==> config.mk <==
export PLATFORM = sky130hd
export DESIGN_NAME = write_back_arbiter
export DESIGN_NICKNAME = d
export VERILOG_FILES = /design/src/logic/ppc_isa_pkg.sv /design/src/logic/ppc_core_pkg.sv /design/src/logic/write_back_arbiter.sv
export SDC_FILE = /design/constraint.sdc
export NUM_CORES = 1
export LEC_CHECK = 0
export ABC_AREA = 1
export BUFFER_PORTS_ARGS = -buffer_cell sky130_fd_sc_hd__clkbuf_2
export CORE_MARGIN = 2
export CORE_UTILIZATION = 45
export DETAILED_ROUTE_END_ITERATION = 8
export GPL_TIMING_DRIVEN = 0
export PLACE_DENSITY = 0.87
export SYNTH_ARGS = -nofsm -noshare
export SYNTH_HDL_FRONTEND = slang
export SYNTH_SLANG_ARGS = --single-unit
==> constraint.sdc <==
create_clock -name clk -period 1.7 [get_ports clk]
set_input_delay 0 -clock clk [delete_from_list [all_inputs] [get_ports clk]]
set_output_delay 0 -clock clk [all_outputs]
set_load 0.01 [all_outputs]
==> src/logic/ppc_isa_pkg.sv <==
/*
 * Architectural definitions of the supported fixed-point subset: instruction
 * formats, primary and extended opcodes, register numbers and data words.
 */
package ppc_isa_pkg;

    typedef logic [0:31] word_t;
    typedef logic [0:4] reg_addr_t;

    typedef struct packed {
        logic [0:5]  opcd;
        reg_addr_t   rt;
        reg_addr_t   ra;
        logic [0:15] si;
    } d_form_t;

    typedef struct packed {
        logic [0:5] opcd;
        reg_addr_t  rt;
        reg_addr_t  ra;
        reg_addr_t  rb;
        logic [0:9] xo;
        logic       rc;
    } x_form_t;

    // Same word, read by format
    typedef union packed {
        d_form_t d_form;
        x_form_t x_form;
    } insn_t;

    localparam logic [0:5] OPCD_ADDI = 6'd14;
    localparam logic [0:5] OPCD_ANDI = 6'd28;
    localparam logic [0:5] OPCD_ORI  = 6'd24;
    localparam logic [0:5] OPCD_XORI = 6'd26;
    localparam logic [0:5] OPCD_X    = 6'd31;

    localparam logic [0:9] XO_ADD  = 10'd266;
    localparam logic [0:9] XO_SUBF = 10'd40;
    localparam logic [0:9] XO_NEG  = 10'd104;
    localparam logic [0:9] XO_AND  = 10'd28;
    localparam logic [0:9] XO_OR   = 10'd444;
    localparam logic [0:9] XO_XOR  = 10'd316;
    localparam logic [0:9] XO_NOR  = 10'd124;

endpackage

==> src/logic/ppc_core_pkg.sv <==
/*
 * Microarchitecture definitions shared by the core modules: result tags,
 * station sizing and the records passed between decode, dispatch and units.
 */
package ppc_core_pkg;

    localparam int TAG_WIDTH    = 3;
    localparam int RS_DEPTH     = 4;
    localparam int SLOT_WIDTH   = $clog2(RS_DEPTH);
    localparam int ADD_SUB_BASE = 0;
    localparam int LOGICAL_BASE = 4;

    typedef logic [0:TAG_WIDTH-1] tag_t;
    typedef logic [0:SLOT_WIDTH-1] slot_t;

    typedef enum logic [2:0] {ADD, SUBF, NEG, AND, OR, XOR, NOR} fx_op_t;
    typedef enum logic {ADD_SUB, LOGICAL} unit_sel_t;

    // Value when valid, otherwise the tag of the pending writer
    typedef struct packed {
        ppc_isa_pkg::word_t value;
        logic               valid;
        tag_t               tag;
    } operand_t;

    typedef struct packed {
        fx_op_t                 op;
        unit_sel_t              unit;
        ppc_isa_pkg::reg_addr_t rt;
        ppc_isa_pkg::reg_addr_t ra;
        ppc_isa_pkg::reg_addr_t rb;
        logic                   ra_zero;
        ppc_isa_pkg::word_t     imm;
        logic                   use_imm;
    } decoded_t;

    typedef struct packed {
        fx_op_t                 op;
        ppc_isa_pkg::reg_addr_t rt;
        operand_t               a;
        operand_t               b;
        tag_t                   tag;
    } rs_entry_t;

    typedef struct packed {
        tag_t                   tag;
        ppc_isa_pkg::reg_addr_t rt;
        ppc_isa_pkg::word_t     value;
    } result_t;

endpackage

==> src/logic/write_back_arbiter.sv <==
`timescale 1ns/10ps

/*
 * Picks one unit result per cycle and registers it onto the common
 * write-back bus. Priority flips whenever both units compete.
 */
module write_back_arbiter (
    input  logic clk,
    input  logic rst_n,

    input  logic [0:1] req_valid,
    input  ppc_core_pkg::result_t [0:1] req,
    output logic [0:1] grant,

    output logic wb_valid,
    output ppc_core_pkg::result_t wb
);
    // Requester favored on a tie
    logic prio;

    always_comb begin
        grant = 2'b00;
        if (req_valid[prio])
            grant[prio] = 1'b1;
        else if (req_valid[~prio])
            grant[~prio] = 1'b1;
    end

    always_ff @(posedge clk) begin
        if (!rst_n) begin
            prio     <= 1'b0;
            wb_valid <= 1'b0;
        end else begin
            wb_valid <= |req_valid;
            if (&req_valid)
                prio <= ~prio;
        end
    end

    always_ff @(posedge clk) begin
        if (|req_valid)
            wb <= grant[1] ? req[1] : req[0];
    end

endmodule

Word-level counts from Yosys, hierarchy flattened
Cells that the tools add are included.

word-level totals
  flip-flop bits (word level) = 42
  logic and storage cells = 29
  memories = 0
  bits in read-only memories = 0
  input bits = 84
  latch bits = 0
  memory bits (writable) = 0

operators by class
  order comparisons = 4
  bitwise logic cells = 3
  reductions and logical operators = 4
  equality and inequality tests = 0
  multipliers = 0
  div/mod/pow operators = 0
  shifts and indexed selects = 0
  add/sub/neg operators = 0
  mux-type cells = 13

operators with widths
  cell                                                      count
  2-to-1 mux 40 bit                                         1
  2-to-1 mux 1 bit                                          8
  greater-or-equal comparator 2 bit, second input constant  2
  < comparator 2 x 1 -> 1 bit, second input constant        2
  2-to-1 mux 2 bit                                          2
  NOT 1 -> 2 bit                                            2
  demux 1 bit (select 1 bit)                                2
  logical AND 1 bit                                         2
  AND reduction 2 bit                                       1
  OR reduction 2 bit                                        1
  NOT 1 bit                                                 1

Depth between registers and ports, before layout
  word-level depth = 9
  depth in mapped cells = 5
  mapped depth without buffers = 4

Worst setup path before layout
No wires, ideal clock.

  path kind = input -> register
  from = in req_valid[1] (netlist bit)
  to = reg wb[0] (netlist bit), enable pin
  required time = 1320 ps
  library setup time = 380 ps
  buffers on the path = 1
  path slack = 629 ps
  arrival = 691 ps
  cell stages on the path = 2
  path through = buf_4 or2_2

between the ends
  cells in the longest elaborated chain, start to end = 1

ends and longest elaborated chain
  element               RTL line                  source
  start, declared       write_back_arbiter.sv:11  input logic [0:1] req_valid,
  OR reduction 2 bit    write_back_arbiter.sv:41  if (|req_valid)
  end signal, assigned  write_back_arbiter.sv:42  wb <= grant[1] ? req[1] : req[0];
  end, declared         write_back_arbiter.sv:16  output ppc_core_pkg::result_t wb

Every way passes these cells.
A chain may end at the register's enable or synchronous reset.

Worst setup path in the final report
  from = reg prio
  to = out grant[1] (netlist bit)

between the ends
  cells in the longest elaborated chain, start to end = 8
  elaborated cells on any way between the ends = 21

ends and longest elaborated chain
  element                                                                                                        RTL line                                            source
  start, declared                                                                                                write_back_arbiter.sv:19                            logic prio;
  start signal, assigned                                                                                         write_back_arbiter.sv:36                            prio <= ~prio;
  NOT 1 bit                                                                                                      write_back_arbiter.sv:25, write_back_arbiter.sv:26
  NOT 1 -> 2 bit                                                                                                 write_back_arbiter.sv:25, write_back_arbiter.sv:26
  greater-or-equal comparator 2 bit (implied by the code) / < comparator 2 x 1 -> 1 bit (equally long branches)  write_back_arbiter.sv:26                            grant[~prio] = 1'b1;
  logical AND 1 bit (implied by the code)                                                                        write_back_arbiter.sv:26
  2-to-1 mux 1 bit (implied by the code)                                                                         write_back_arbiter.sv:26
  demux 1 bit (select 1 bit)                                                                                     write_back_arbiter.sv:26
  2-to-1 mux 2 bit                                                                                               write_back_arbiter.sv:25                            else if (req_valid[~prio])
  2-to-1 mux 2 bit (*)                                                                                           write_back_arbiter.sv:23                            if (req_valid[prio])
  end, declared                                                                                                  write_back_arbiter.sv:13                            output logic [0:1] grant,

Every way passes the cells marked *; elsewhere a longest branch is shown, timed or not. The select of a mux whose other input is x is not followed.

==> metrics.cfg <==
[routing]
drt-met1-wl_um = 1900
met3WireLength_um = 441
routed.top_layer = met4
routed_wl_um = 5040
dr.pass1.iters = 4
wl_met2_um = 2630
via_per_inst = 5.11
first_iter_violations = 167
vias = 1972
drc = 0
ant_nets = 0
routedWlPerCell_um = 13.1

[yosys]
yosys.area_share.adder = 0
synth_compound_area_frac = 0.00893
synth_top_family_by_area = simple AND/OR/NAND/NOR gates
syn_nets = 276
synthMuxAreaShare = 0
yosysSeqAreaShare = 0.633
synth-seq-cells = 42
yosys_warnings = 0
synth-xor-area-share = 0
synthSimpleGateAreaFrac = 0.299
syn_area_um2 = 1960
ys_types = 13
syn-instance-count = 192
synth.avg_cell_area_um2 = 10.2

[floorplan]
dieWidth_um = 70.0
num_io_pins = 127
die-area_um2 = 4900
num_rows = 24
start_util = 0.460
die_y_um = 70.0
coreArea_um2 = 4260

[setup_path]
r2r_end = wb[15]
cp_num_cells = 4
critical-path-max-stage-delay_ns = 0.40
cp-endpoint = grant[1]
cp-end-kind = output pin
crit_required_ns = 1.70
crit_arrival_ns = 1.25
cp_max_fo = 10
crit_chain = nand2_1 -> buf_2 -> nand2_1 -> clkbuf_2
rrSetupSlack_ns = 0.52
crit_top_cell = nand2_1
reg2regPathDepth = 4
cpMaxStageDelayCell = dfxtp_1
cp-startpoint = prio
timing.rr.start = prio
cp-start-kind = flop
path_class = flop to output pin
crit_family = flip-flops
path_buf_inv = 2

[clocking]
cts_buffers = 5
clk_pin_slew_ns = 0.07
h-tree-depth = 2
cts.repair.resized = 0
worstSkewPairLatency_ns = 0.29
clockRootBuffer = clkbuf_8
cts_sinks = 42
cts_tree = built
ctsLongestPathBuffers = 2

[pwr]
power.switching_mw = 0.612
power_mw = 2.39
p_seq_frac = 0.539
peakVddDrop_mv = 0.466
powerDensity_nw_per_um2 = 847
p_leak_nw = 1.47
switching_share = 0.256
p_comb_frac = 0.203
p_int_mw = 1.77
power.share.clock = 0.258

[placed_design]
hpwl_um = 3560
gp_congestion = 0.732
placedCellCount = 370
port_buffers = 126

[cells_and_area]
layoutNonFillerInstCount = 386
syn_to_final_growth_pct = 43.7
fin_nets = 417
drive_gt1_frac = 0.452
mostFrequentLayoutCells = clkbuf_2, nand3_1, nand2_1
fin_util = 0.661
antenna_cells = 0
mostFrequentLayoutCell = clkbuf_2
fill_cells = 358

[run_status]
status = complete, no violations

[sta]
fin_skew_ns = 0.00419
finalSetupTns_ns = 0
hold_violations = 0
setup_violations = 0
rsz0062_at_grt = false
slew_headroom = 0.365
fin_crit_sh = 0.737
max_freq_mhz = 798
finalMaxSlewViolations = 0
period_needed_ns = 1.25
worstMarginPinSlew_ns = 0.952

[grt]
grt_max_degree = 41
grt.overflow.total = 0
grt_usage = 0.206
antenna_found_initial = 0
grt_pass1_vias = 1802
grt_pass1_wl_um = 8030

[worst_hold_path]
hp-class = input port to flop

[run]
drv_cap = 0

## registers in the layout (all words and copies together), names as in the netlist
signal,cells
prio,1
wb_valid,1
wb,40
## logic make-up (layout without fill, tap and decap cells)
kind of cell,count (synthesis),after routing
compound gates,3,3
simple gates,128,128
flops,42,42
buf+inv,19,161
## area by class of cell
class                           count  area [µm²]  share of cell area
Tap cell                           52        65.1              0.0231
Clock buffer                        8        80.1              0.0284
Buffer                             17         108              0.0382
Sequential cell                    42        1240               0.441
Inverter                            2        7.51             0.00267
Multi-Input combinational cell    131         604               0.215
Timing Repair Buffer              134         711               0.252
## cell usage after synthesis, drive strengths merged
library cell	instances	area share
edfxtp	40	0.61
nand3	81	0.21
or2	1	0.0032
a21oi	2	0.0051
nor2	1	0.0019
o21a	1	0.0038
nand2	45	0.087
dfxtp	2	0.020
buf	17	0.055
inv	2	0.0038
## power groups by stage
stage | Clock [mW] | Combinational (mW) | Sequential [mW]
floorplan | 0 | 0.181 | 1.36
global placement | 0 | 0.462 | 1.30
detailed placement | 0 | 0.471 | 1.31
CTS | 0.621 | 0.482 | 1.29
global route | 0.675 | 0.541 | 1.29
finish | 0.614 | 0.485 | 1.29
## per-stage QoR
stage / setup slack, ns / hold slack (ns) / cell area, µm²
after floorplan: 0.629 / 0.0947 / 1960
after global placement: 0.305 / 0.233 / 2660
after detailed placement: 0.283 / 0.233 / 2660
after CTS: 0.437 / 0.000213 / 2790
after global routing: 0.346 / 0.00247 / 2820
final: 0.447 / 0.00486 / 2820
## timing repair
| action | in CTS | in global routing |
|---|---|---|
| endpoints found under the hold margin | 5 | 3 |
| setup buffers | 0 | 0 |
| hold buffers | 5 | 3 |
## layer usage
layer  vias up  track usage
li1        964            -
met1       892        0.260
met2       106        0.345
met3        10       0.0563
met4         0       0.0662
met5         -            0
## worst register-to-register path: stages, from the launching register on
cell and delay [ns]:
dfxtp_1 0.40, nand2_1 0.15, buf_2 0.22, nand3_1 0.10
nand2_1 0.07
## how the worst min path moves through the flow
stage            startpoint  cells past startpoint  slack (ns)        to
2_1_floorplan  req_valid[0]                      2        0.09  grant[0]
3_3_place_gp          rst_n                      3        0.23      prio
3_5_place_dp          rst_n                      2        0.23  wb_valid
4_1_cts             req[26]                      3      0.0002    wb[26]
5_1_grt             req[54]                      3       0.002    wb[14]
6_report            req[25]                      3       0.005    wb[25]
Power figures use the tool's default switching activity.
