### src/logic/ppc_isa_pkg.sv
/*
 * Architectural definitions of the supported fixed-point subset: instruction
 * formats, primary and extended opcodes, register numbers and data words.
 */
package ppc_isa_pkg;

    typedef logic [0:31] word_t;
    typedef logic [0:4] reg_addr_t;

    typedef struct packed {
        logic [0:5]  opcd;
        reg_addr_t   rt;
        reg_addr_t   ra;
        logic [0:15] si;
    } d_form_t;

    typedef struct packed {
        logic [0:5] opcd;
        reg_addr_t  rt;
        reg_addr_t  ra;
        reg_addr_t  rb;
        logic [0:9] xo;
        logic       rc;
    } x_form_t;

    // Same word, read by format
    typedef union packed {
        d_form_t d_form;
        x_form_t x_form;
    } insn_t;

    localparam logic [0:5] OPCD_ADDI = 6'd14;
    localparam logic [0:5] OPCD_ANDI = 6'd28;
    localparam logic [0:5] OPCD_ORI  = 6'd24;
    localparam logic [0:5] OPCD_XORI = 6'd26;
    localparam logic [0:5] OPCD_X    = 6'd31;

    localparam logic [0:9] XO_ADD  = 10'd266;
    localparam logic [0:9] XO_SUBF = 10'd40;
    localparam logic [0:9] XO_NEG  = 10'd104;
    localparam logic [0:9] XO_AND  = 10'd28;
    localparam logic [0:9] XO_OR   = 10'd444;
    localparam logic [0:9] XO_XOR  = 10'd316;
    localparam logic [0:9] XO_NOR  = 10'd124;

endpackage

### src/logic/ppc_core_pkg.sv
/*
 * Microarchitecture definitions shared by the core modules: result tags,
 * station sizing and the records passed between decode, dispatch and units.
 */
package ppc_core_pkg;

    localparam int TAG_WIDTH    = 3;
    localparam int RS_DEPTH     = 4;
    localparam int SLOT_WIDTH   = $clog2(RS_DEPTH);
    localparam int ADD_SUB_BASE = 0;
    localparam int LOGICAL_BASE = 4;

    typedef logic [0:TAG_WIDTH-1] tag_t;
    typedef logic [0:SLOT_WIDTH-1] slot_t;

    typedef enum logic [2:0] {ADD, SUBF, NEG, AND, OR, XOR, NOR} fx_op_t;
    typedef enum logic {ADD_SUB, LOGICAL} unit_sel_t;

    // Value when valid, otherwise the tag of the pending writer
    typedef struct packed {
        ppc_isa_pkg::word_t value;
        logic               valid;
        tag_t               tag;
    } operand_t;

    typedef struct packed {
        fx_op_t                 op;
        unit_sel_t              unit;
        ppc_isa_pkg::reg_addr_t rt;
        ppc_isa_pkg::reg_addr_t ra;
        ppc_isa_pkg::reg_addr_t rb;
        logic                   ra_zero;
        ppc_isa_pkg::word_t     imm;
        logic                   use_imm;
    } decoded_t;

    typedef struct packed {
        fx_op_t                 op;
        ppc_isa_pkg::reg_addr_t rt;
        operand_t               a;
        operand_t               b;
        tag_t                   tag;
    } rs_entry_t;

    typedef struct packed {
        tag_t                   tag;
        ppc_isa_pkg::reg_addr_t rt;
        ppc_isa_pkg::word_t     value;
    } result_t;

endpackage

### src/logic/gp_reg_file.sv
`timescale 1ns/10ps

/*
 * General purpose register file with renaming. Each register keeps its value,
 * a valid flag and the tag of the operation that will write it next.
 */
module gp_reg_file (
    input  logic clk,
    input  logic rst_n,

    input  ppc_isa_pkg::reg_addr_t rd_addr_a,
    input  ppc_isa_pkg::reg_addr_t rd_addr_b,
    output ppc_core_pkg::operand_t rd_a,
    output ppc_core_pkg::operand_t rd_b,

    input  logic rename_en,
    input  ppc_isa_pkg::reg_addr_t rename_addr,
    input  ppc_core_pkg::tag_t rename_tag,

    input  logic wb_valid,
    input  ppc_core_pkg::result_t wb
);
    import ppc_isa_pkg::*;
    import ppc_core_pkg::*;

    word_t value [0:31];
    logic [0:31] valid;
    tag_t pending [0:31];

    function automatic operand_t read_port(reg_addr_t addr);
        operand_t op;
        op.value = value[addr];
        op.valid = valid[addr];
        op.tag = pending[addr];
        // Forward a result that arrives in the same cycle
        if (!op.valid && wb_valid && wb.tag == op.tag) begin
            op.value = wb.value;
            op.valid = 1'b1;
        end
        return op;
    endfunction

    always_comb begin
        rd_a = read_port(rd_addr_a);
        rd_b = read_port(rd_addr_b);
    end

    always_ff @(posedge clk) begin
        if (!rst_n) begin
            value   <= '{default: '0};
            valid   <= '1;
            pending <= '{default: '0};
        end else begin
            // Stale results from an overwritten rename are dropped
            if (wb_valid && !valid[wb.rt] && pending[wb.rt] == wb.tag) begin
                value[wb.rt] <= wb.value;
                valid[wb.rt] <= 1'b1;
            end
            // Rename beats a write-back to the same register
            if (rename_en) begin
                valid[rename_addr]   <= 1'b0;
                pending[rename_addr] <= rename_tag;
            end
        end
    end

endmodule

### config.mk
export PLATFORM = sky130hd
export DESIGN_NAME = gp_reg_file
export DESIGN_NICKNAME = d
export VERILOG_FILES = /design/src/logic/ppc_isa_pkg.sv /design/src/logic/ppc_core_pkg.sv /design/src/logic/gp_reg_file.sv
export SDC_FILE = /design/constraint.sdc
export NUM_CORES = 2
export LEC_CHECK = 0
export BUFFER_PORTS_ARGS = -buffer_cell sky130_fd_sc_hd__buf_4
export CORE_ASPECT_RATIO = 1.75
export CORE_MARGIN = 4
export CORE_UTILIZATION = 35
export CTS_CLUSTER_SIZE = 40
export DETAILED_ROUTE_END_ITERATION = 10
export GPL_ROUTABILITY_DRIVEN = 0
export GPL_TIMING_DRIVEN = 1
export MAX_ROUTING_LAYER = met4
export PLACE_DENSITY = 0.57
export SLEW_MARGIN = 15
export SYNTH_ARGS = -nofsm -noshare
export SYNTH_HDL_FRONTEND = slang
export SYNTH_SLANG_ARGS = --single-unit
### constraint.sdc
create_clock -name clk -period 5.5 [get_ports clk]
set_input_delay 0.825 -clock clk [delete_from_list [all_inputs] [get_ports clk]]
set_output_delay 0.825 -clock clk [all_outputs]
set_load 0.01 [all_outputs]
Yosys cells after proc, flatten, opt, wreduce, memory -nomap -nowiden. Cells that the tools add are included.

Bits in registers: 1152. Input port bits: 62. Output and inout port bits: 72.

Muxes and demuxes: 39. Equality and inequality tests: 3. Bitwise logic cells: 7. Magnitude comparators: 6. Reductions and logical operators: 11.

Operators by type and width (number): bitwise mux 1024 bit (1); binary-select mux 32 bit (select 5 bit) (2); two-way mux 32 bit (8); demux 32 bit (select 5 bit) (1); bitwise mux 96 bit (1); two-way mux 33 bit (2); binary-select mux 3 bit (select 5 bit) (3); AND 32 bit (1); NOT 32 bit (1); bitwise OR 32 bit (1); >= comparator 6 bit, second input constant (4); NOT 5 -> 6 bit (4); two-way mux 3 bit (7); binary-select mux 1 bit (select 5 bit) (3); demux 3 bit (select 5 bit) (1); < comparator 6 x 1 -> 1 bit, second input constant (2); demux 1 bit (select 5 bit) (2); == test 3 bit (3); logical AND 1 bit (8); two-way mux 1 bit (8); zero test 1 bit (3).

Logic depth before layout (Yosys ltp).
Depth after elaboration: 11. Depth in mapped cells: 13. Mapped depth without buffers: 7.

Worst setup path before layout. OpenSTA, ideal clock, no wires.

Path type: input port to output port. From: input port rd_addr_a[2]. To: output port rd_a[11] (netlist bit). Required time: 4675 ps. Slack: 1063 ps. Buffers on the path: 4. Arrival: 3612 ps. Stages: 11. Cells stage by stage: buf_2 -> buf_1 -> mux4_2 -> mux2i_1 -> nor3b_1 -> or3_1 -> xnor2_1 -> or4_1 -> clkbuf_1 -> buf_2 -> mux2i_1.

RTL lines: from (decl) (RTL line gp_reg_file.sv:11) `input ppc_isa_pkg::reg_addr_t rd_addr_a,`; to (decl) (RTL line gp_reg_file.sv:13) `output ppc_core_pkg::operand_t rd_a,`.

==> reports/results.tsv <==
stage	metric	value	unit
timing	grt_setup_unrepaired	false	
logic_synthesis	synth.yosys.seq_area_share	0.373	
power_and_ir_drop	pwr-share-clk	0.453	
finish	layout-drive-gt1-share	0.236	
finish	final_common_cell	mux2i_1	
timing	max_freq	198	MHz
route	ant_nets	0	
global_routing	antenna_found_initial	1	
place	dp_hpwl	119000	µm
status	status	finished, final reports clean	
route	drt_pass1_iterations	5	
logic_synthesis	async_flop_share	0	
logic_synthesis	synth_seq_cells	1152	
route	initialDrtViolationCount	3634	
route	vias	43900	
floorplanning	io_pins	134	
floorplanning	die-height	564	µm
flow_run	drv_cap	0	
timing	max_slew.worst_pin.slew	1.20	ns
logic_synthesis	ys_types	53	
finish	fin_nets	5217	
timing	slew_headroom	0.202	
power_and_ir_drop	power_frac_seq	0.479	
cts	cts_resized	0	
place	pre_cts_ws	0.443	ns
floorplanning	die_x	326	µm
finish	final_area	0.0684	mm²
power_and_ir_drop	power_per_cell_area	256	mW/mm²
global_routing	grt_pass1_wl	300000	µm
hold_path	hold_class	register to register	
logic_synthesis	synth_flop_cell	dfxtp_1	
power_and_ir_drop	irDropWorstVdd	0.000245	V
route	viasPerCell	5.86	
cts	post-cts-setup-buffers	0	
logic_synthesis	syn_area_per_cell	11.6	µm²
timing	timing.final.hold_violations	0	
finish	area_growth	10.6	%
cts	htreeDepth	3	
timing	slew_violations	0	
cts	cts_buffer_depth	3	
worst_setup_path	worstPathRequired	4.68	ns
cts	cts.sinks	1152	
global_routing	grt_max_degree	129	
cts	clk_pin_slew	0.06	ns
logic_synthesis	synth-edff-count	0	
cts	clk_latency	0.72	ns
finish	final_util	0.390	
floorplanning	initial_core_util	0.353	
worst_setup_path	cp_max_fo	51	
floorplanning	die-area	0.184	mm²
route	drc	0	
logic_synthesis	yosysWarnings	0	
cts	cts_hold_buffers	0	
power_and_ir_drop	power_leakage	22.9	nW
timing	setup_tns	0	ns
route	wl	203000	µm
cts	root_buffer	clkbuf_16	
power_and_ir_drop	combPwrFrac	0.069	
global_routing	grtUsageTotal	0.222	
floorplanning	rows	203	
global_routing	grt_overflow	0	
worst_setup_path	worstSetupStartpointType	input port	
power_and_ir_drop	sw_frac_of_total	0.249	
timing	finalCritPeriodShare	0.917	
timing	clock_skew	0.0489	ns
logic_synthesis	synthCells	5353	
worst_setup_path	arrival	4.22	ns
worst_setup_path	cp-end-kind	output port	
timing	period_needed	5.04	ns
place	post_dp_cell_area	0.0646	mm²
timing	worst_slack	0.456	ns
floorplanning	fp.coreArea	0.175	mm²
finish	fillers	16700	
worst_setup_path	crit_type	input port to output port	
logic_synthesis	synthesis.nets	5415	
global_routing	grt_pass1_vias	44900	
logic_synthesis	synth_area	0.0618	mm²
cts	numCtsBuffers	109	
finish	final_cell_mix	1218 x mux2i_1, 1182 x nand2_1, 1152 x dfxtp_1, 715 x mux4_2, 208 x buf_4	
route	wire_per_inst	27.1	µm
power_and_ir_drop	p_switching	0.00435	W
timing	hold-worst-slack	0.467	ns
place	io_buffers	133	
cts	cts_tree	built	
power_and_ir_drop	p_int	0.0131	W
timing	setup_viol	0	
registers in the layout (all words and copies together), names as in the netlist:
name     cells
pending     96
value     1024
valid       32
power groups by stage:
| stage | clock network (W) | logic [W] | registers [W] |
|---|---|---|---|
| after global placement | 0 | 0.00120 | 0.00855 |
| after floorplan | 0 | 0.000829 | 0.00855 |
| after CTS | 0.00808 | 0.00120 | 0.00836 |
| after detailed placement | 0 | 0.00120 | 0.00856 |
| after global routing | 0.00837 | 0.00127 | 0.00836 |
| final | 0.00792 | 0.00120 | 0.00837 |
kinds of logic after synthesis:
kind of cell	share of synthesized area
muxes	0.459
and+or+nand+nor	0.102
DFF	0.373
buffers and inverters	0.0469
AOI/OAI and AO/OA	0.0183
xor gates and xnor gates	0.000991
layer usage:
layer  share of wire  track usage  vias up
met5               0            -        -
met4           0.047       0.0925        0
met3           0.050       0.0275      439
met2            0.51        0.386     1499
met1            0.39        0.261    22800
li1                -            -    19200
synthesized netlist by cell type (all sizes together) (7+ instances only):
cell type,number,area [µm²]
inv,36,135
dfxtp,1152,23100
nor3,31,369
nand3b,10,75.1
o21ai,41,205
clkbuf,394,1480
nor3b,8,60.1
buf,177,1290
mux4,715,16100
a22oi,7,52.6
o31a,30,263
nor2b,9,56.3
o22ai,15,93.8
nand3,75,375
mux2i,1218,12200
nand4,9,56.3
nand2,1192,4470
nand4b,8,76.3
or4,7,60.1
a21oi,87,435
nor4,9,146
mux2,9,101
or3,23,144
nor2,47,176
worst paths after layout:
path                              endpoint  cells after the start  slack (ns)          from
worst min register to register  value[986]                      2        0.47    value[986]
worst max-delay path              rd_b[32]                      9        0.46  rd_addr_b[1]
worst max register to register   value[89]                      8        1.78      valid[4]
worst min-delay path            value[986]                      2        0.47    value[986]
worst max-delay path, stage by stage:
cell,delay (ns)
buf_8,0.40
mux4_2,0.57
mux2i_1,0.20
nor3b_1,0.08
or3_1,0.44
xnor2_1,0.14
or4_4,0.88
mux2i_1,0.33
buf_4,0.16
cell type report:
| class | instances | area, µm² | area share |
|---|---|---|---|
| inverters | 36 | 141 | 0.00207 |
| diodes | 1 | 2.50 | 0.0000366 |
| flip-flops and latches | 1152 | 23100 | 0.337 |
| multi-input cells | 3594 | 36000 | 0.527 |
| repair buffers | 262 | 2600 | 0.0380 |
| clock inverters | 50 | 547 | 0.00800 |
| clock buffers | 147 | 3160 | 0.0462 |
| well taps | 2255 | 2820 | 0.0413 |
per-stage QoR:
| step | total power, W | cells |
|---|---|---|
| final | 0.0175 | 7497 |
| after floorplan | 0.00938 | 5353 |
| after CTS | 0.0176 | 7496 |
| after global placement | 0.00975 | 7299 |
| after global routing | 0.0180 | 7497 |
| after detailed placement | 0.00976 | 7299 |
No activity file was read; power rests on OpenSTA's default activity.
