## src/logic/ppc_isa_pkg.sv

```systemverilog
/*
 * Architectural definitions of the supported fixed-point subset: instruction
 * formats, primary and extended opcodes, register numbers and data words.
 */
package ppc_isa_pkg;

    typedef logic [0:31] word_t;
    typedef logic [0:4] reg_addr_t;

    typedef struct packed {
        logic [0:5]  opcd;
        reg_addr_t   rt;
        reg_addr_t   ra;
        logic [0:15] si;
    } d_form_t;

    typedef struct packed {
        logic [0:5] opcd;
        reg_addr_t  rt;
        reg_addr_t  ra;
        reg_addr_t  rb;
        logic [0:9] xo;
        logic       rc;
    } x_form_t;

    // Same word, read by format
    typedef union packed {
        d_form_t d_form;
        x_form_t x_form;
    } insn_t;

    localparam logic [0:5] OPCD_ADDI = 6'd14;
    localparam logic [0:5] OPCD_ANDI = 6'd28;
    localparam logic [0:5] OPCD_ORI  = 6'd24;
    localparam logic [0:5] OPCD_XORI = 6'd26;
    localparam logic [0:5] OPCD_X    = 6'd31;

    localparam logic [0:9] XO_ADD  = 10'd266;
    localparam logic [0:9] XO_SUBF = 10'd40;
    localparam logic [0:9] XO_NEG  = 10'd104;
    localparam logic [0:9] XO_AND  = 10'd28;
    localparam logic [0:9] XO_OR   = 10'd444;
    localparam logic [0:9] XO_XOR  = 10'd316;
    localparam logic [0:9] XO_NOR  = 10'd124;

endpackage

```

## src/logic/ppc_core_pkg.sv

```systemverilog
/*
 * Microarchitecture definitions shared by the core modules: result tags,
 * station sizing and the records passed between decode, dispatch and units.
 */
package ppc_core_pkg;

    localparam int TAG_WIDTH    = 3;
    localparam int RS_DEPTH     = 4;
    localparam int SLOT_WIDTH   = $clog2(RS_DEPTH);
    localparam int ADD_SUB_BASE = 0;
    localparam int LOGICAL_BASE = 4;

    typedef logic [0:TAG_WIDTH-1] tag_t;
    typedef logic [0:SLOT_WIDTH-1] slot_t;

    typedef enum logic [2:0] {ADD, SUBF, NEG, AND, OR, XOR, NOR} fx_op_t;
    typedef enum logic {ADD_SUB, LOGICAL} unit_sel_t;

    // Value when valid, otherwise the tag of the pending writer
    typedef struct packed {
        ppc_isa_pkg::word_t value;
        logic               valid;
        tag_t               tag;
    } operand_t;

    typedef struct packed {
        fx_op_t                 op;
        unit_sel_t              unit;
        ppc_isa_pkg::reg_addr_t rt;
        ppc_isa_pkg::reg_addr_t ra;
        ppc_isa_pkg::reg_addr_t rb;
        logic                   ra_zero;
        ppc_isa_pkg::word_t     imm;
        logic                   use_imm;
    } decoded_t;

    typedef struct packed {
        fx_op_t                 op;
        ppc_isa_pkg::reg_addr_t rt;
        operand_t               a;
        operand_t               b;
        tag_t                   tag;
    } rs_entry_t;

    typedef struct packed {
        tag_t                   tag;
        ppc_isa_pkg::reg_addr_t rt;
        ppc_isa_pkg::word_t     value;
    } result_t;

endpackage

```

## src/logic/logical_unit.sv

```systemverilog
`timescale 1ns/10ps

/*
 * Logical unit for and, or, xor and nor. Same station and held result
 * register as the adder, with a bitwise stage in between.
 */
module logical_unit (
    input  logic clk,
    input  logic rst_n,

    input  logic push,
    input  ppc_core_pkg::rs_entry_t entry,
    output logic full,
    output ppc_core_pkg::slot_t free_slot,

    input  logic wb_valid,
    input  ppc_core_pkg::result_t wb,

    input  logic grant,
    output logic result_valid,
    output ppc_core_pkg::result_t result
);
    import ppc_core_pkg::*;

    logic issue;
    rs_entry_t op;

    reservation_station #(
        .DEPTH(RS_DEPTH),
        .BASE_TAG(LOGICAL_BASE)
    ) station (
        .clk(clk),
        .rst_n(rst_n),
        .push(push),
        .entry(entry),
        .full(full),
        .free_slot(free_slot),
        .issue_ok(!result_valid || grant),
        .issue(issue),
        .issue_entry(op),
        .wb_valid(wb_valid),
        .wb(wb)
    );

    always_ff @(posedge clk) begin
        if (!rst_n)
            result_valid <= 1'b0;
        else if (issue)
            result_valid <= 1'b1;
        else if (grant)
            result_valid <= 1'b0;
    end

    always_ff @(posedge clk) begin
        if (issue) begin
            result.tag <= op.tag;
            result.rt  <= op.rt;
            case (op.op)
                OR:      result.value <= op.a.value | op.b.value;
                XOR:     result.value <= op.a.value ^ op.b.value;
                NOR:     result.value <= ~(op.a.value | op.b.value);
                default: result.value <= op.a.value & op.b.value;
            endcase
        end
    end

endmodule

```

## src/logic/reservation_station.sv

```systemverilog
`timescale 1ns/10ps

/*
 * Reservation station for one execution unit. Entries collect their operands
 * from the write-back bus and issue lowest index first once both are known.
 */
module reservation_station #(
    parameter int DEPTH    = 4,
    parameter int BASE_TAG = 0
) (
    input  logic clk,
    input  logic rst_n,

    input  logic push,
    input  ppc_core_pkg::rs_entry_t entry,
    output logic full,
    output logic [0:$clog2(DEPTH)-1] free_slot,

    input  logic issue_ok,
    output logic issue,
    output ppc_core_pkg::rs_entry_t issue_entry,

    input  logic wb_valid,
    input  ppc_core_pkg::result_t wb
);
    import ppc_core_pkg::*;

    localparam int IDX_WIDTH = $clog2(DEPTH);

    rs_entry_t slots [0:DEPTH-1];
    logic [0:DEPTH-1] busy;
    logic [0:DEPTH-1] issued;
    logic [0:DEPTH-1] ready;
    logic [0:IDX_WIDTH-1] issue_idx;

    function automatic operand_t snoop(operand_t op);
        operand_t res;
        res = op;
        if (!op.valid && wb_valid && wb.tag == op.tag) begin
            res.value = wb.value;
            res.valid = 1'b1;
        end
        return res;
    endfunction

    // Downward scan leaves the lowest index selected
    always_comb begin
        free_slot = '0;
        issue_idx = '0;
        for (int i = DEPTH - 1; i >= 0; i--) begin
            ready[i] = busy[i] && !issued[i] && slots[i].a.valid && slots[i].b.valid;
            if (!busy[i])
                free_slot = IDX_WIDTH'(i);
            if (ready[i])
                issue_idx = IDX_WIDTH'(i);
        end
    end

    assign full = &busy;
    assign issue = issue_ok && |ready;
    assign issue_entry = slots[issue_idx];

    always_ff @(posedge clk) begin
        if (!rst_n) begin
            busy   <= '0;
            issued <= '0;
        end else begin
            for (int i = 0; i < DEPTH; i++) begin
                // Tag stays reserved until its own result is on the bus
                if (wb_valid && wb.tag == tag_t'(BASE_TAG + i))
                    busy[i] <= 1'b0;
                if (issue && issue_idx == IDX_WIDTH'(i))
                    issued[i] <= 1'b1;
                if (push && free_slot == IDX_WIDTH'(i)) begin
                    busy[i]   <= 1'b1;
                    issued[i] <= 1'b0;
                end
            end
        end
    end

    always_ff @(posedge clk) begin
        for (int i = 0; i < DEPTH; i++) begin
            if (push && free_slot == IDX_WIDTH'(i)) begin
                slots[i]   <= entry;
                slots[i].a <= snoop(entry.a);
                slots[i].b <= snoop(entry.b);
            end else begin
                slots[i].a <= snoop(slots[i].a);
                slots[i].b <= snoop(slots[i].b);
            end
        end
    end

endmodule

```

## config.mk

```make
export PLATFORM = sky130hd
export DESIGN_NAME = logical_unit
export DESIGN_NICKNAME = d
export VERILOG_FILES = /design/src/logic/ppc_isa_pkg.sv /design/src/logic/ppc_core_pkg.sv /design/src/logic/logical_unit.sv /design/src/logic/reservation_station.sv
export SDC_FILE = /design/constraint.sdc
export NUM_CORES = 1
export LEC_CHECK = 0
export ABC_AREA = 0
export CORE_UTILIZATION = 60
export CTS_BUF_LIST = sky130_fd_sc_hd__clkbuf_8
export CTS_CLUSTER_DIAMETER = 60
export DETAILED_ROUTE_END_ITERATION = 16
export DONT_BUFFER_PORTS = 1
export HOLD_SLACK_MARGIN = 0.12
export PLACE_DENSITY_LB_ADDON = 0.05
export SKIP_CTS_REPAIR_TIMING = 1
export SYNTH_ARGS = -nofsm -noshare
export SYNTH_HDL_FRONTEND = slang
export SYNTH_HIERARCHICAL = 1
export SYNTH_SLANG_ARGS = --single-unit
```

## constraint.sdc

```tcl
create_clock -name clk -period 11 [get_ports clk]
set_input_delay 1.1 -clock clk [delete_from_list [all_inputs] [get_ports clk]]
set_output_delay 1.1 -clock clk [all_outputs]
set_load 0.1 [all_outputs]
```

Word level (Yosys, flattened, before mapping). Memory sizes are Yosys's and may differ from the RTL's. Cells that the tools add are included.

RAM bits: 332. Word-level logic and storage cells: 204. Input bits: 128. Output and inout port bits: 44. Latch bits: 0. ROM bits: 0. Memories kept: 1. Register bits after elaboration: 49.

Equality and inequality tests: 23. Reduce and logical (&&, ||, !) cells: 74. Shifts and indexed selects: 0. Div/mod/pow operators: 0. Magnitude comparators: 0. Multiply operators: 0. Bitwise logic cells: 21. $add $sub $neg: 0. Mux-type cells: 73.

Memory list: station.slots (depth 4, bits a word 83, read ports 5, clocked after Yosys merged registers in 0, wr ports 4, RTL line reservation_station.sv:30) `rs_entry_t slots [0:DEPTH-1];`.

Operator list (number): $mux 33 (26); $mux 36 (16); $pmux 32 s3 (1); $logic_and 1x1->1 (45); $and 32x32->32 (1); $not 32->32 (1); $or 32x32->32 (1); $xor 32x32->32 (1); $eq 3x3->1 (10); $mux 1 (22); $eq 3x3->1 const B (7); $mux 2 (8); $or 1x1->1 (16); $logic_not 1->1 (15); $reduce_bool 2->1 (5); $eq 2x2->1 const B (4); $reduce_or 2->1 (4); $eq 2x1->1 const B (2); $logic_not 2->1 (2); $reduce_and 4->1 (1); $reduce_or 4->1 (1); $logic_or 1x1->1 (1); $not 1->1 (1).

Longest topological paths before layout. An unclocked memory read counts as a cell.

Word-level depth: 12. Gate-level depth with buffers: 11. Gate-level depth less buffers: 9.

By module. The synthesis kept the hierarchy.

Modules (own cells, without submodules): reservation_station (sequential area each 10129.7 um^2, area an instance 16101.7 um^2, times used 1, cells an instance 1042); logical_unit (sequential area each 1221.2 um^2, area an instance 3293.2 um^2, times used 1, cells an instance 324).

Worst setup path after synthesis. No wires, ideal clock.

Path kind: in2reg. Start point: input wb[39] (netlist bit). End point: memory station/slots[1][10] (netlist bit), enable pin. Library setup time: 0.473 ns. Slack: 6.277 ns. Data arrival time: 4.250 ns. Cell stages on the path: 4. Path buffers: 1. Data required time: 10.527 ns. Cells stage by stage: buf_1 > xnor2_1 > nand3b_1 > o31ai_1.

RTL lines: from (decl) (RTL line logical_unit.sv:17) `input ppc_core_pkg::result_t wb,`; to (decl) (RTL line reservation_station.sv:30).

==> results.toml <==
[sta]
relSlewSlack = 0.179
period_minus_slack_ns = 4.57
tightest_slew_ns = 1.23
clock_skew_ns = 0.0195
min_period_over_period = 0.415
drv_slew = 0
setup_viol = 0
finalSetupTns_ns = 0
rsz0062_at_grt = "false"
hold_violations = 0
max_freq_mhz = 219

[clock_tree]
cts_buffers = 60
clkTransAtPathRegs_ns = 0.06
clk_path_buf_depth = 3
htree_num_levels = 2
cts_root_buf = "clkbuf_8"
cts_tree = "done"
clkLatencyLatePin_ns = 0.62
cts.sinks = 381

[grt]
grt_antenna_before_repair = 0
gr-total-overflow = 0
grt_pass1_vias = 12500
grt_pass1_wl_mm = 75.1
grt.total_usage = 0.307
grt_max_degree = 79

[critical_path]
setup.worst_path.class = "reg -> reg"
cp.arrival_ns = 4.89
crit_required_ns = 11.32
startpoint_type = "register"
crit_fanout = 75
endpoint_kind = "register"

[flow_run]
drv_cap = 0

[synth]
syn_area_mm2 = 0.0192
syn_avg_cell_area_um2 = 14.3
netlist_instances = 1346
synth_nets = 1538
ys_warn_count = 6

[finish]
drive_above_1_share = 0.275
fill_cells = 2279
final_cell_mix = "372 x edfxtp_1, 249 x mux2_2, 100 x inv_1"
layout_commonest_cell = "edfxtp_1"
areaGrowthSynthToFinish_pct = 7.20
nets = 1523
n_antenna_cell = 0

[routing]
dr.pass1.iters = 5
drt-vias-per-instance = 6.73
drcViolationCount = 0
routed_wl_mm = 49.8
via_count = 12000
drtIter0Drc = 952
wire_per_inst_um = 28.0
postRouteAntennaNets = 0

[die]
core_mm2 = 0.0316
die_y_um = 181
dieArea_mm2 = 0.0328
fp.dieW_um = 181
initial_utilization = 0.610
floorplan.rows = 65
ios = 172

[outcome]
outcome = "complete, no violations"

[power_and_ir_drop]
powerDensity_mw_per_mm2 = 157
finalPower_uw = 3240
p_leak_uw = 0.00700
ir_drop_uv = 97.7

[placement]
numPortBuffers = 0
place_hpwl_mm = 26.9
gp_congestion = 0.777

[min_path]
hold_path_class = "reg -> reg"
per-layer routing:
metal	vias to the layer above	share of wire	GRT usage
li1	5269	-	-
met1	6026	0.40	0.406
met2	585	0.48	0.505
met3	97	0.096	0.0750
met4	0	0.024	0.0898
met5	-	0	0
flip-flops by register name, summed over array words and instances (netlist names):
register        count
result             40
result_valid        1
station/busy        4
station/issued      4
station/slots     332
stage by stage:
step / hold WS [ns] / instances / util / setup WS (ns) / cell area, um^2
final: 0.483 / 1779 / 0.654 / 6.43 / 20600
after global routing: 0.533 / 1779 / 0.654 / 6.32 / 20600
after CTS: 0.490 / 1779 / 0.654 / 6.47 / 20600
after detailed placement: 0.471 / 1671 / 0.620 / 6.48 / 19600
after global placement: 0.461 / 1671 / 0.620 / 6.51 / 19600
after floorplan: 0.448 / 1346 / - / 6.28 / 19200
report_power, final:
| group | switching, uW | internal, uW | total, uW | leakage (uW) |
|---|---|---|---|---|
| clock network | 545 | 522 | 1070 | 0.000652 |
| registers | 106 | 1680 | 1780 | 0.00349 |
| logic | 222 | 168 | 390 | 0.00286 |
worst paths after layout:
check | startpoint | end | slack (ns) | cells past startpoint
max | station/slots[2][42]$_SDFFCE_PN1P_ | result[19]$_DFFE_PP_ | 6.43 | 9
min | station/issued[3]$_SDFFE_PP0P_ | station/issued[3]$_SDFFE_PP0P_ | 0.48 | 2
max reg2reg | station/slots[2][42]$_SDFFCE_PN1P_ | result[19]$_DFFE_PP_ | 6.43 | 9
min reg2reg | station/issued[3]$_SDFFE_PP0P_ | station/issued[3]$_SDFFE_PP0P_ | 0.48 | 2
critical path, cell delays in order (launching register included):
cell and delay (ns):
edfxtp_1 0.42, and4b_2 0.58, or3_1 0.53, nand2_2 0.08, buf_4 0.88, o2bb2ai_4 0.16, buf_4 0.59, inv_2 0.54
o22ai_1 0.30, a21oi_1 0.13
cell type report:
cell class              count  area (um^2)  area share
flip-flops and latches    381        11400       0.550
well taps                 402          503      0.0244
inverters                  71          267      0.0129
multi-input cells         788         7240       0.351
clock inverters            46          204     0.00988
repair buffers             29          218      0.0106
clock buffers              62          853      0.0414
No activity file was read; power rests on OpenSTA's default activity.
