File: src/logic/ppc_isa_pkg.sv
/*
 * Architectural definitions of the supported fixed-point subset: instruction
 * formats, primary and extended opcodes, register numbers and data words.
 */
package ppc_isa_pkg;

    typedef logic [0:31] word_t;
    typedef logic [0:4] reg_addr_t;

    typedef struct packed {
        logic [0:5]  opcd;
        reg_addr_t   rt;
        reg_addr_t   ra;
        logic [0:15] si;
    } d_form_t;

    typedef struct packed {
        logic [0:5] opcd;
        reg_addr_t  rt;
        reg_addr_t  ra;
        reg_addr_t  rb;
        logic [0:9] xo;
        logic       rc;
    } x_form_t;

    // Same word, read by format
    typedef union packed {
        d_form_t d_form;
        x_form_t x_form;
    } insn_t;

    localparam logic [0:5] OPCD_ADDI = 6'd14;
    localparam logic [0:5] OPCD_ANDI = 6'd28;
    localparam logic [0:5] OPCD_ORI  = 6'd24;
    localparam logic [0:5] OPCD_XORI = 6'd26;
    localparam logic [0:5] OPCD_X    = 6'd31;

    localparam logic [0:9] XO_ADD  = 10'd266;
    localparam logic [0:9] XO_SUBF = 10'd40;
    localparam logic [0:9] XO_NEG  = 10'd104;
    localparam logic [0:9] XO_AND  = 10'd28;
    localparam logic [0:9] XO_OR   = 10'd444;
    localparam logic [0:9] XO_XOR  = 10'd316;
    localparam logic [0:9] XO_NOR  = 10'd124;

endpackage

File: src/logic/ppc_core_pkg.sv
/*
 * Microarchitecture definitions shared by the core modules: result tags,
 * station sizing and the records passed between decode, dispatch and units.
 */
package ppc_core_pkg;

    localparam int TAG_WIDTH    = 3;
    localparam int RS_DEPTH     = 4;
    localparam int SLOT_WIDTH   = $clog2(RS_DEPTH);
    localparam int ADD_SUB_BASE = 0;
    localparam int LOGICAL_BASE = 4;

    typedef logic [0:TAG_WIDTH-1] tag_t;
    typedef logic [0:SLOT_WIDTH-1] slot_t;

    typedef enum logic [2:0] {ADD, SUBF, NEG, AND, OR, XOR, NOR} fx_op_t;
    typedef enum logic {ADD_SUB, LOGICAL} unit_sel_t;

    // Value when valid, otherwise the tag of the pending writer
    typedef struct packed {
        ppc_isa_pkg::word_t value;
        logic               valid;
        tag_t               tag;
    } operand_t;

    typedef struct packed {
        fx_op_t                 op;
        unit_sel_t              unit;
        ppc_isa_pkg::reg_addr_t rt;
        ppc_isa_pkg::reg_addr_t ra;
        ppc_isa_pkg::reg_addr_t rb;
        logic                   ra_zero;
        ppc_isa_pkg::word_t     imm;
        logic                   use_imm;
    } decoded_t;

    typedef struct packed {
        fx_op_t                 op;
        ppc_isa_pkg::reg_addr_t rt;
        operand_t               a;
        operand_t               b;
        tag_t                   tag;
    } rs_entry_t;

    typedef struct packed {
        tag_t                   tag;
        ppc_isa_pkg::reg_addr_t rt;
        ppc_isa_pkg::word_t     value;
    } result_t;

endpackage

File: src/logic/dispatcher.sv
`timescale 1ns/10ps

/*
 * Zero-cycle dispatch. Sends a decoded operation to its unit's station,
 * gathers operands from the register file and renames the destination.
 */
module dispatcher (
    input  logic decode_valid,
    output logic decode_ready,
    input  ppc_core_pkg::decoded_t decode,

    input  logic [0:1] rs_full,
    input  ppc_core_pkg::slot_t [0:1] free_slot,

    output ppc_isa_pkg::reg_addr_t rd_addr_a,
    output ppc_isa_pkg::reg_addr_t rd_addr_b,
    input  ppc_core_pkg::operand_t rd_a,
    input  ppc_core_pkg::operand_t rd_b,

    output logic [0:1] push,
    output ppc_core_pkg::rs_entry_t entry,

    output logic rename_en,
    output ppc_isa_pkg::reg_addr_t rename_addr,
    output ppc_core_pkg::tag_t rename_tag
);
    import ppc_core_pkg::*;

    logic accept;
    tag_t base_tag;
    tag_t new_tag;

    assign decode_ready = !rs_full[decode.unit];
    assign accept = decode_valid && decode_ready;

    assign base_tag = decode.unit == LOGICAL ? tag_t'(LOGICAL_BASE) : tag_t'(ADD_SUB_BASE);
    assign new_tag = base_tag + tag_t'(free_slot[decode.unit]);

    assign rd_addr_a = decode.ra;
    assign rd_addr_b = decode.rb;

    assign push[0] = accept && decode.unit == ADD_SUB;
    assign push[1] = accept && decode.unit == LOGICAL;

    always_comb begin
        entry.op = decode.op;
        entry.rt = decode.rt;
        entry.tag = new_tag;
        entry.a = rd_a;
        entry.b = rd_b;
        // addi with RA=0 means a literal zero, not r0
        if (decode.ra_zero)
            entry.a = '{value: '0, valid: 1'b1, tag: '0};
        if (decode.use_imm)
            entry.b = '{value: decode.imm, valid: 1'b1, tag: '0};
    end

    assign rename_en = accept;
    assign rename_addr = decode.rt;
    assign rename_tag = new_tag;

endmodule

File: config.mk
export PLATFORM = sky130hd
export DESIGN_NAME = dispatcher
export DESIGN_NICKNAME = d
export VERILOG_FILES = /design/src/logic/ppc_isa_pkg.sv /design/src/logic/ppc_core_pkg.sv /design/src/logic/dispatcher.sv
export SDC_FILE = /design/constraint.sdc
export NUM_CORES = 1
export LEC_CHECK = 0
export BUFFER_PORTS_ARGS = -buffer_cell sky130_fd_sc_hd__buf_2
export CAP_MARGIN = 20
export CORE_AREA = 2 2 92 94
export DETAILED_ROUTE_END_ITERATION = 8
export DIE_AREA = 0 0 94 96
export SYNTH_ARGS = -nofsm -noshare
export SYNTH_HDL_FRONTEND = slang
export SYNTH_SLANG_ARGS = --single-unit
File: constraint.sdc
create_clock -name vclk -period 1.4
set_clock_uncertainty 0.1 [all_clocks]
set_input_delay 0.28 -clock vclk [all_inputs]
set_output_delay 0.28 -clock vclk [all_outputs]
set_load 0.02 [all_outputs]
-- After elaboration in Yosys (flattened, before gate mapping)
Cells that the tools add are included.
- register bits: 0
- bits in latches: 0
- memory bits (writable): 0
- bits in read-only memories: 0
- input bits: 132
- output and inout port bits: 105
- word-level logic and storage cells: 17
- memories kept: 0
- $add $sub $neg: 1
- multiply operators: 0
- divide/modulo/power cells: 0
- $lt $le $gt $ge: 1
- eq/ne operators: 0
- shift operators: 0
- mux-type cells: 9
- bitwise gates (word level): 2
- reductions and logical operators: 4
- operators with widths (cell ; number):
    36-bit 2-to-1 mux ; 2
    2-bit 2-to-1 mux ; 3
    3-bit by 2-bit adder with 3-bit output ; 1
    1-bit logical AND ; 3
    1-bit 2-to-1 mux ; 3
    3-bit 2-to-1 mux ; 1
    2-bit greater-or-equal comparator, second input constant ; 1
    1-bit inverter with 2-bit output ; 1
    1-bit zero test ; 1
    1-bit inverter ; 1

-- Depth between registers and ports, before layout
Gate-level depths: netlist of the first run.
- depth after elaboration: 7
- mapped depth: 3

-- Worst setup path before layout of the first run
No wires, ideal clock.
- kind: input to output
- start point: input decode[49] in the netlist's numbering
- end point: output rename_en
- data arrival time: 1.022 ns
- slack: -0.002 ns
- stages: 2
- path through: mux2i_1 -> and2_1
- word-level cells in the longest chain between the ends: 6
- ends and longest elaborated chain (item ; line ; RTL):
    from (decl) ; dispatcher.sv:10 ; input ppc_core_pkg::decoded_t decode,
    1-bit inverter with 2-bit output (not written as such) ; dispatcher.sv:33 ; assign decode_ready = !rs_full[decode.unit];
    1-bit 2-to-1 mux (not written as such) (3 in series) ; dispatcher.sv:33 ;
    1-bit zero test ; dispatcher.sv:33 ;
    1-bit logical AND ; dispatcher.sv:34 ; assign accept = decode_valid && decode_ready;
    to (decl) ; dispatcher.sv:23 ; output logic rename_en,
Every way passes these cells. The select of a mux whose other input is x is not followed.

==> impl_metrics.yaml, run 1 <==
logic_synthesis:
  syn_avg_cell_area_sq_um: 9.32
  synth_compound_area_share_pct: 0
  synth_top_area_share_pct: 37.4
  ys_top_cells_by_area: "mux2_4, nor2b_1, buf_4, mux2_2, buf_12"
  synth_nets: 244
  synthCells: 112
  ys_warn_count: 0
  synth-xor-area-share_pct: 0
  yosys.area_share.adder_pct: 0
  synth_top_family_by_area: "multiplexers"
  netlist_area_sq_um: 1040
  ys_seq_area_share_pct: 0
  yosysUniqueCellTypes: 12
  synth-simple-area-share_pct: 26.1
  synth_mux_area_share_pct: 47.0
  synth_top_area_cell: "mux2_4"
detailed_routing:
  drt_pass1_iterations: 4
  vias_per_cell: 3.58
  drc: 0
  wl_per_cell_microns: 11.1
  vias: 1387
  finalWirelength_microns: 4310
  ant_nets: 0
  drtIter0Drc: 22
place:
  port_buffers: 196
  hpwlAfterDp_microns: 3690
  place_congestion: 0.741
  dp_cells: 384
  dp_slack_ns: -0.0795
setup_path:
  arrival_ns: 1.01
  crit_required_ns: 1.02
  startpoint_type: "input port"
  end_kind: "output pin"
  crit_fanout: 8
  crit_type: "in -> out"
floorplan:
  num_io_pins: 237
  die_w_microns: 94
  die_h_microns: 96
  start_util_pct: 13.0
  num_rows: 33
  dieArea_sq_um: 9020
  core_region_area_sq_um: 8050
timing:
  drv_slew: 0
  rsz0062_at_grt: "true"
  relSlewSlack_pct: 87.9
  setup_viol: 0
  hold_viol: 0
  tightest_slew_ns: 0.178
  min_period_ns: 1.39
  fmax_mhz: 719
  fin_setup_tns_ns: 0
  finalCritPeriodShare_pct: 99.4
  fin_ws_ns: 0.00887
layout:
  fin_util_pct: 26.1
  nNetsFinal: 416
  num_antenna_cells: 0
  stdcell_count: 387
  fillerInstances: 858
  seq_area_sq_um: 0
  mostFrequentLayoutCells: "buf_2, nor2b_1, mux2_4, buf_6, buf_4"
  final_common_cell: "buf_2"
  numSequentialCells: 0
  multi_input_area_sq_um: 777
  drive_gt1_share_pct: 85.5
  synthToLayoutAreaGrowth_pct: 101
  nClkBuffers: 0
cts:
  holdBufCountCts: 0
power_and_ir_drop:
  peakVddDrop_uv: 106
  leakagePower_nw: 1.26
  power_density_nw_per_um2: 382
hold_path:
  hold_depth: 0
  holdCritStartpoint: "decode[51]"
  hp-class: "in -> out"
  hold_path_end: "entry[81]"
global_routing:
  grt_pass1_vias: 1177
  grt-ovfl-total: 0
  track_usage_pct: 7.19
  antenna_found_initial: 0
  grt_max_degree: 22
  grt_pass1_wl_microns: 5400
status:
  status: "complete, no violations"
job:
  drv_cap: 0
-- final cells by class --
type	count	area share (%)
Multi-Input combinational cell	78	37.0
Tap cell	105	6.25
Timing Repair Buffer	204	56.8
-- power breakdown --
part           switching [mW]  internal, mW
Sequential                  0             0
Clock                       0             0
Combinational           0.382         0.420
Total                   0.382         0.420
-- Yosys cell counts --
| master | number |
|---|---|
| and2_1 | 1 |
| and3b_1 | 1 |
| buf_12 | 2 |
| buf_2 | 3 |
| buf_4 | 27 |
| buf_6 | 2 |
| mux2_2 | 8 |
| mux2_4 | 26 |
| mux2i_1 | 1 |
| nor2b_1 | 38 |
| nor3b_1 | 1 |
| or2_2 | 2 |
-- worst max path at each step --
stage               slack, ns  depth (start not counted)        end        from
global route           -0.003                          4   entry[7]   decode[0]
CTS                    -0.003                          4  entry[38]   decode[0]
finish                  0.009                          4  entry[38]   decode[0]
floorplan                0.11                          2  rename_en  decode[49]
global placement        -0.08                          4   entry[7]   decode[0]
detailed placement      -0.08                          4  entry[38]   decode[0]
-- logic make-up after synthesis --
family,Yosys count
mux,35
buf+inv,34
simple gates,43
-- worst max-delay path, cell delays in order --
cell	delay, ns
buf_12	0.12
buf_12	0.14
mux2_4	0.30
buf_4	0.16
-- metal layers --
layer	global-route usage, %	share of wire, %
met1	8.34	35
met2	13.8	51
met3	1.41	12
met4	1.21	1.4
met5	0	0
-- per-stage QoR --
step / total power [mW] / instance area [sq um] / hold WS (ns)
finish: 0.803 / 2100 / 0.460
global route: 0.858 / 2100 / 0.460
CTS: 0.781 / 2050 / 0.460
detailed placement: 0.736 / 1940 / 0.460
global placement: 0.727 / 1940 / 0.460
floorplan: 0.536 / 1050 / 0.538
-- repair_timing --
action | 4_1_cts | 5_1_grt
gates resized for setup | 18 | 15
setup endpoints to repair | 33 | 9
gates cloned | 2 | 0
setup buffers | 0 | 1
(Power assumes the default switching activity.)
==> inputs of run 2 (changes only) <==
Settings changed: REMOVE_ABC_BUFFERS set to 1.
==> impl_metrics.yaml, run 2 (synthesized netlist as in run 1, its figures left out) <==
status:
  status: "complete, no violations"
place:
  place_congestion: 0.815
  hpwlAfterDp_microns: 5240
  dp_cells: 381
  dp_slack_ns: -0.0831
  port_buffers: 196
global_routing:
  antenna_found_initial: 0
  track_usage_pct: 10.6
  grt-ovfl-total: 0
  grt_max_degree: 37
  grt_pass1_vias: 1126
  grt_pass1_wl_microns: 7030
timing:
  tightest_slew_ns: 0.320
  fin_ws_ns: 0.00134
  rsz0062_at_grt: "true"
  setup_viol: 0
  hold_viol: 0
  drv_slew: 0
  finalCritPeriodShare_pct: 99.9
  relSlewSlack_pct: 78.7
  fmax_mhz: 715
  min_period_ns: 1.40
floorplan:
  num_rows: 33
  die_w_microns: 94
  core_region_area_sq_um: 8050
  num_io_pins: 237
  die_h_microns: 96
  dieArea_sq_um: 9020
  start_util_pct: 13.0
detailed_routing:
  vias_per_cell: 3.63
  wl_per_cell_microns: 15.5
  drc: 0
  vias: 1398
  drt_pass1_iterations: 4
  ant_nets: 0
  finalWirelength_microns: 5960
  drtIter0Drc: 27
setup_path:
  crit_end: "entry[27]"
  crit_required_ns: 1.02
  arrival_ns: 1.02
  crit_fanout: 6
  end_kind: "output pin"
  crit_type: "in -> out"
  crit_start: "decode[0]"
  startpoint_type: "input port"
power_and_ir_drop:
  power_mw: 0.793
  power_density_nw_per_um2: 382
  peakVddDrop_uv: 115
  leakagePower_nw: 1.24
job:
  drv_cap: 0
hold_path:
  hp-class: "in -> out"
layout:
  synthToLayoutAreaGrowth_pct: 98.8
  numSequentialCells: 0
  fin_util_pct: 25.8
  nNetsFinal: 414
  final_common_cell: "buf_2"
  mostFrequentLayoutCells: "buf_2, nor2b_1, mux2_4, mux2_2, buf_4"
  drive_gt1_share_pct: 85.4
  num_antenna_cells: 0
  nClkBuffers: 0
  seq_area_sq_um: 0
  stdcell_count: 385
[run 2: cell types whose count changed in the layout (fill, tap and decap cells not counted), sizes merged]
cell    previous run  this run
buf              203       200
clkbuf             1         2
[run 2: final cells by class]
class,count,area [sq um]
repair buffers,202,1180
well taps,105,131
fillers,878,5980
multi-input cells,78,767
[run 2: metal layers]
metal | part of all wire, % | wire, microns | vias to the layer above | GRT usage, %
met2 | 42 | 2500 | 97 | 13.3
li1 | - | - | 679 | -
met1 | 41 | 2470 | 618 | 14.1
met5 | 1.2 | 72 | - | 7.14
met3 | 15 | 918 | 2 | 8.22
met4 | 0 | 0 | 2 | 0
[run 2: critical path, cell delays in order]
cell	delay (ns)
buf_12	0.13
clkbuf_16	0.16
mux2_4	0.28
buf_2	0.16
[run 2: what timing repair did]
item,CTS,global route
cloned,3,1
endpoints found under the hold margin,0,0
gates resized for setup,10,11
setup buffers,0,0
setup endpoints to repair,36,15
hold buffers,0,0
pin swaps,0,0
[run 2: metrics by stage]
step | hold slack, ns | TNS (ns) | instance area, sq um
finish | 0.460 | 0 | 2070
global route | 0.460 | -0.0711 | 2070
CTS | 0.460 | 0 | 2020
detailed placement | 0.460 | -1.76 | 1920
global placement | 0.460 | -1.60 | 1920
floorplan | 0.460 | -0.00161 | 763
[run 2: worst min path at each step]
stage,start,endpoint,slack [ns],depth (start not counted)
final,decode[42],rd_addr_a[3],0.46,0
after global routing,decode[38],rd_addr_b[4],0.46,0
after CTS,decode[38],rd_addr_b[4],0.46,0
after detailed placement,decode[38],rd_addr_b[4],0.46,0
after global placement,decode[38],rd_addr_b[4],0.46,0
after floorplan,decode[49],entry[2],0.46,0
[run 2: where the power goes]
part | total, mW | leakage [nW] | switching (mW) | internal, mW
registers | 0 | 0 | 0 | 0
logic | 0.793 | 1.24 | 0.387 | 0.406
clock network | 0 | 0 | 0 | 0
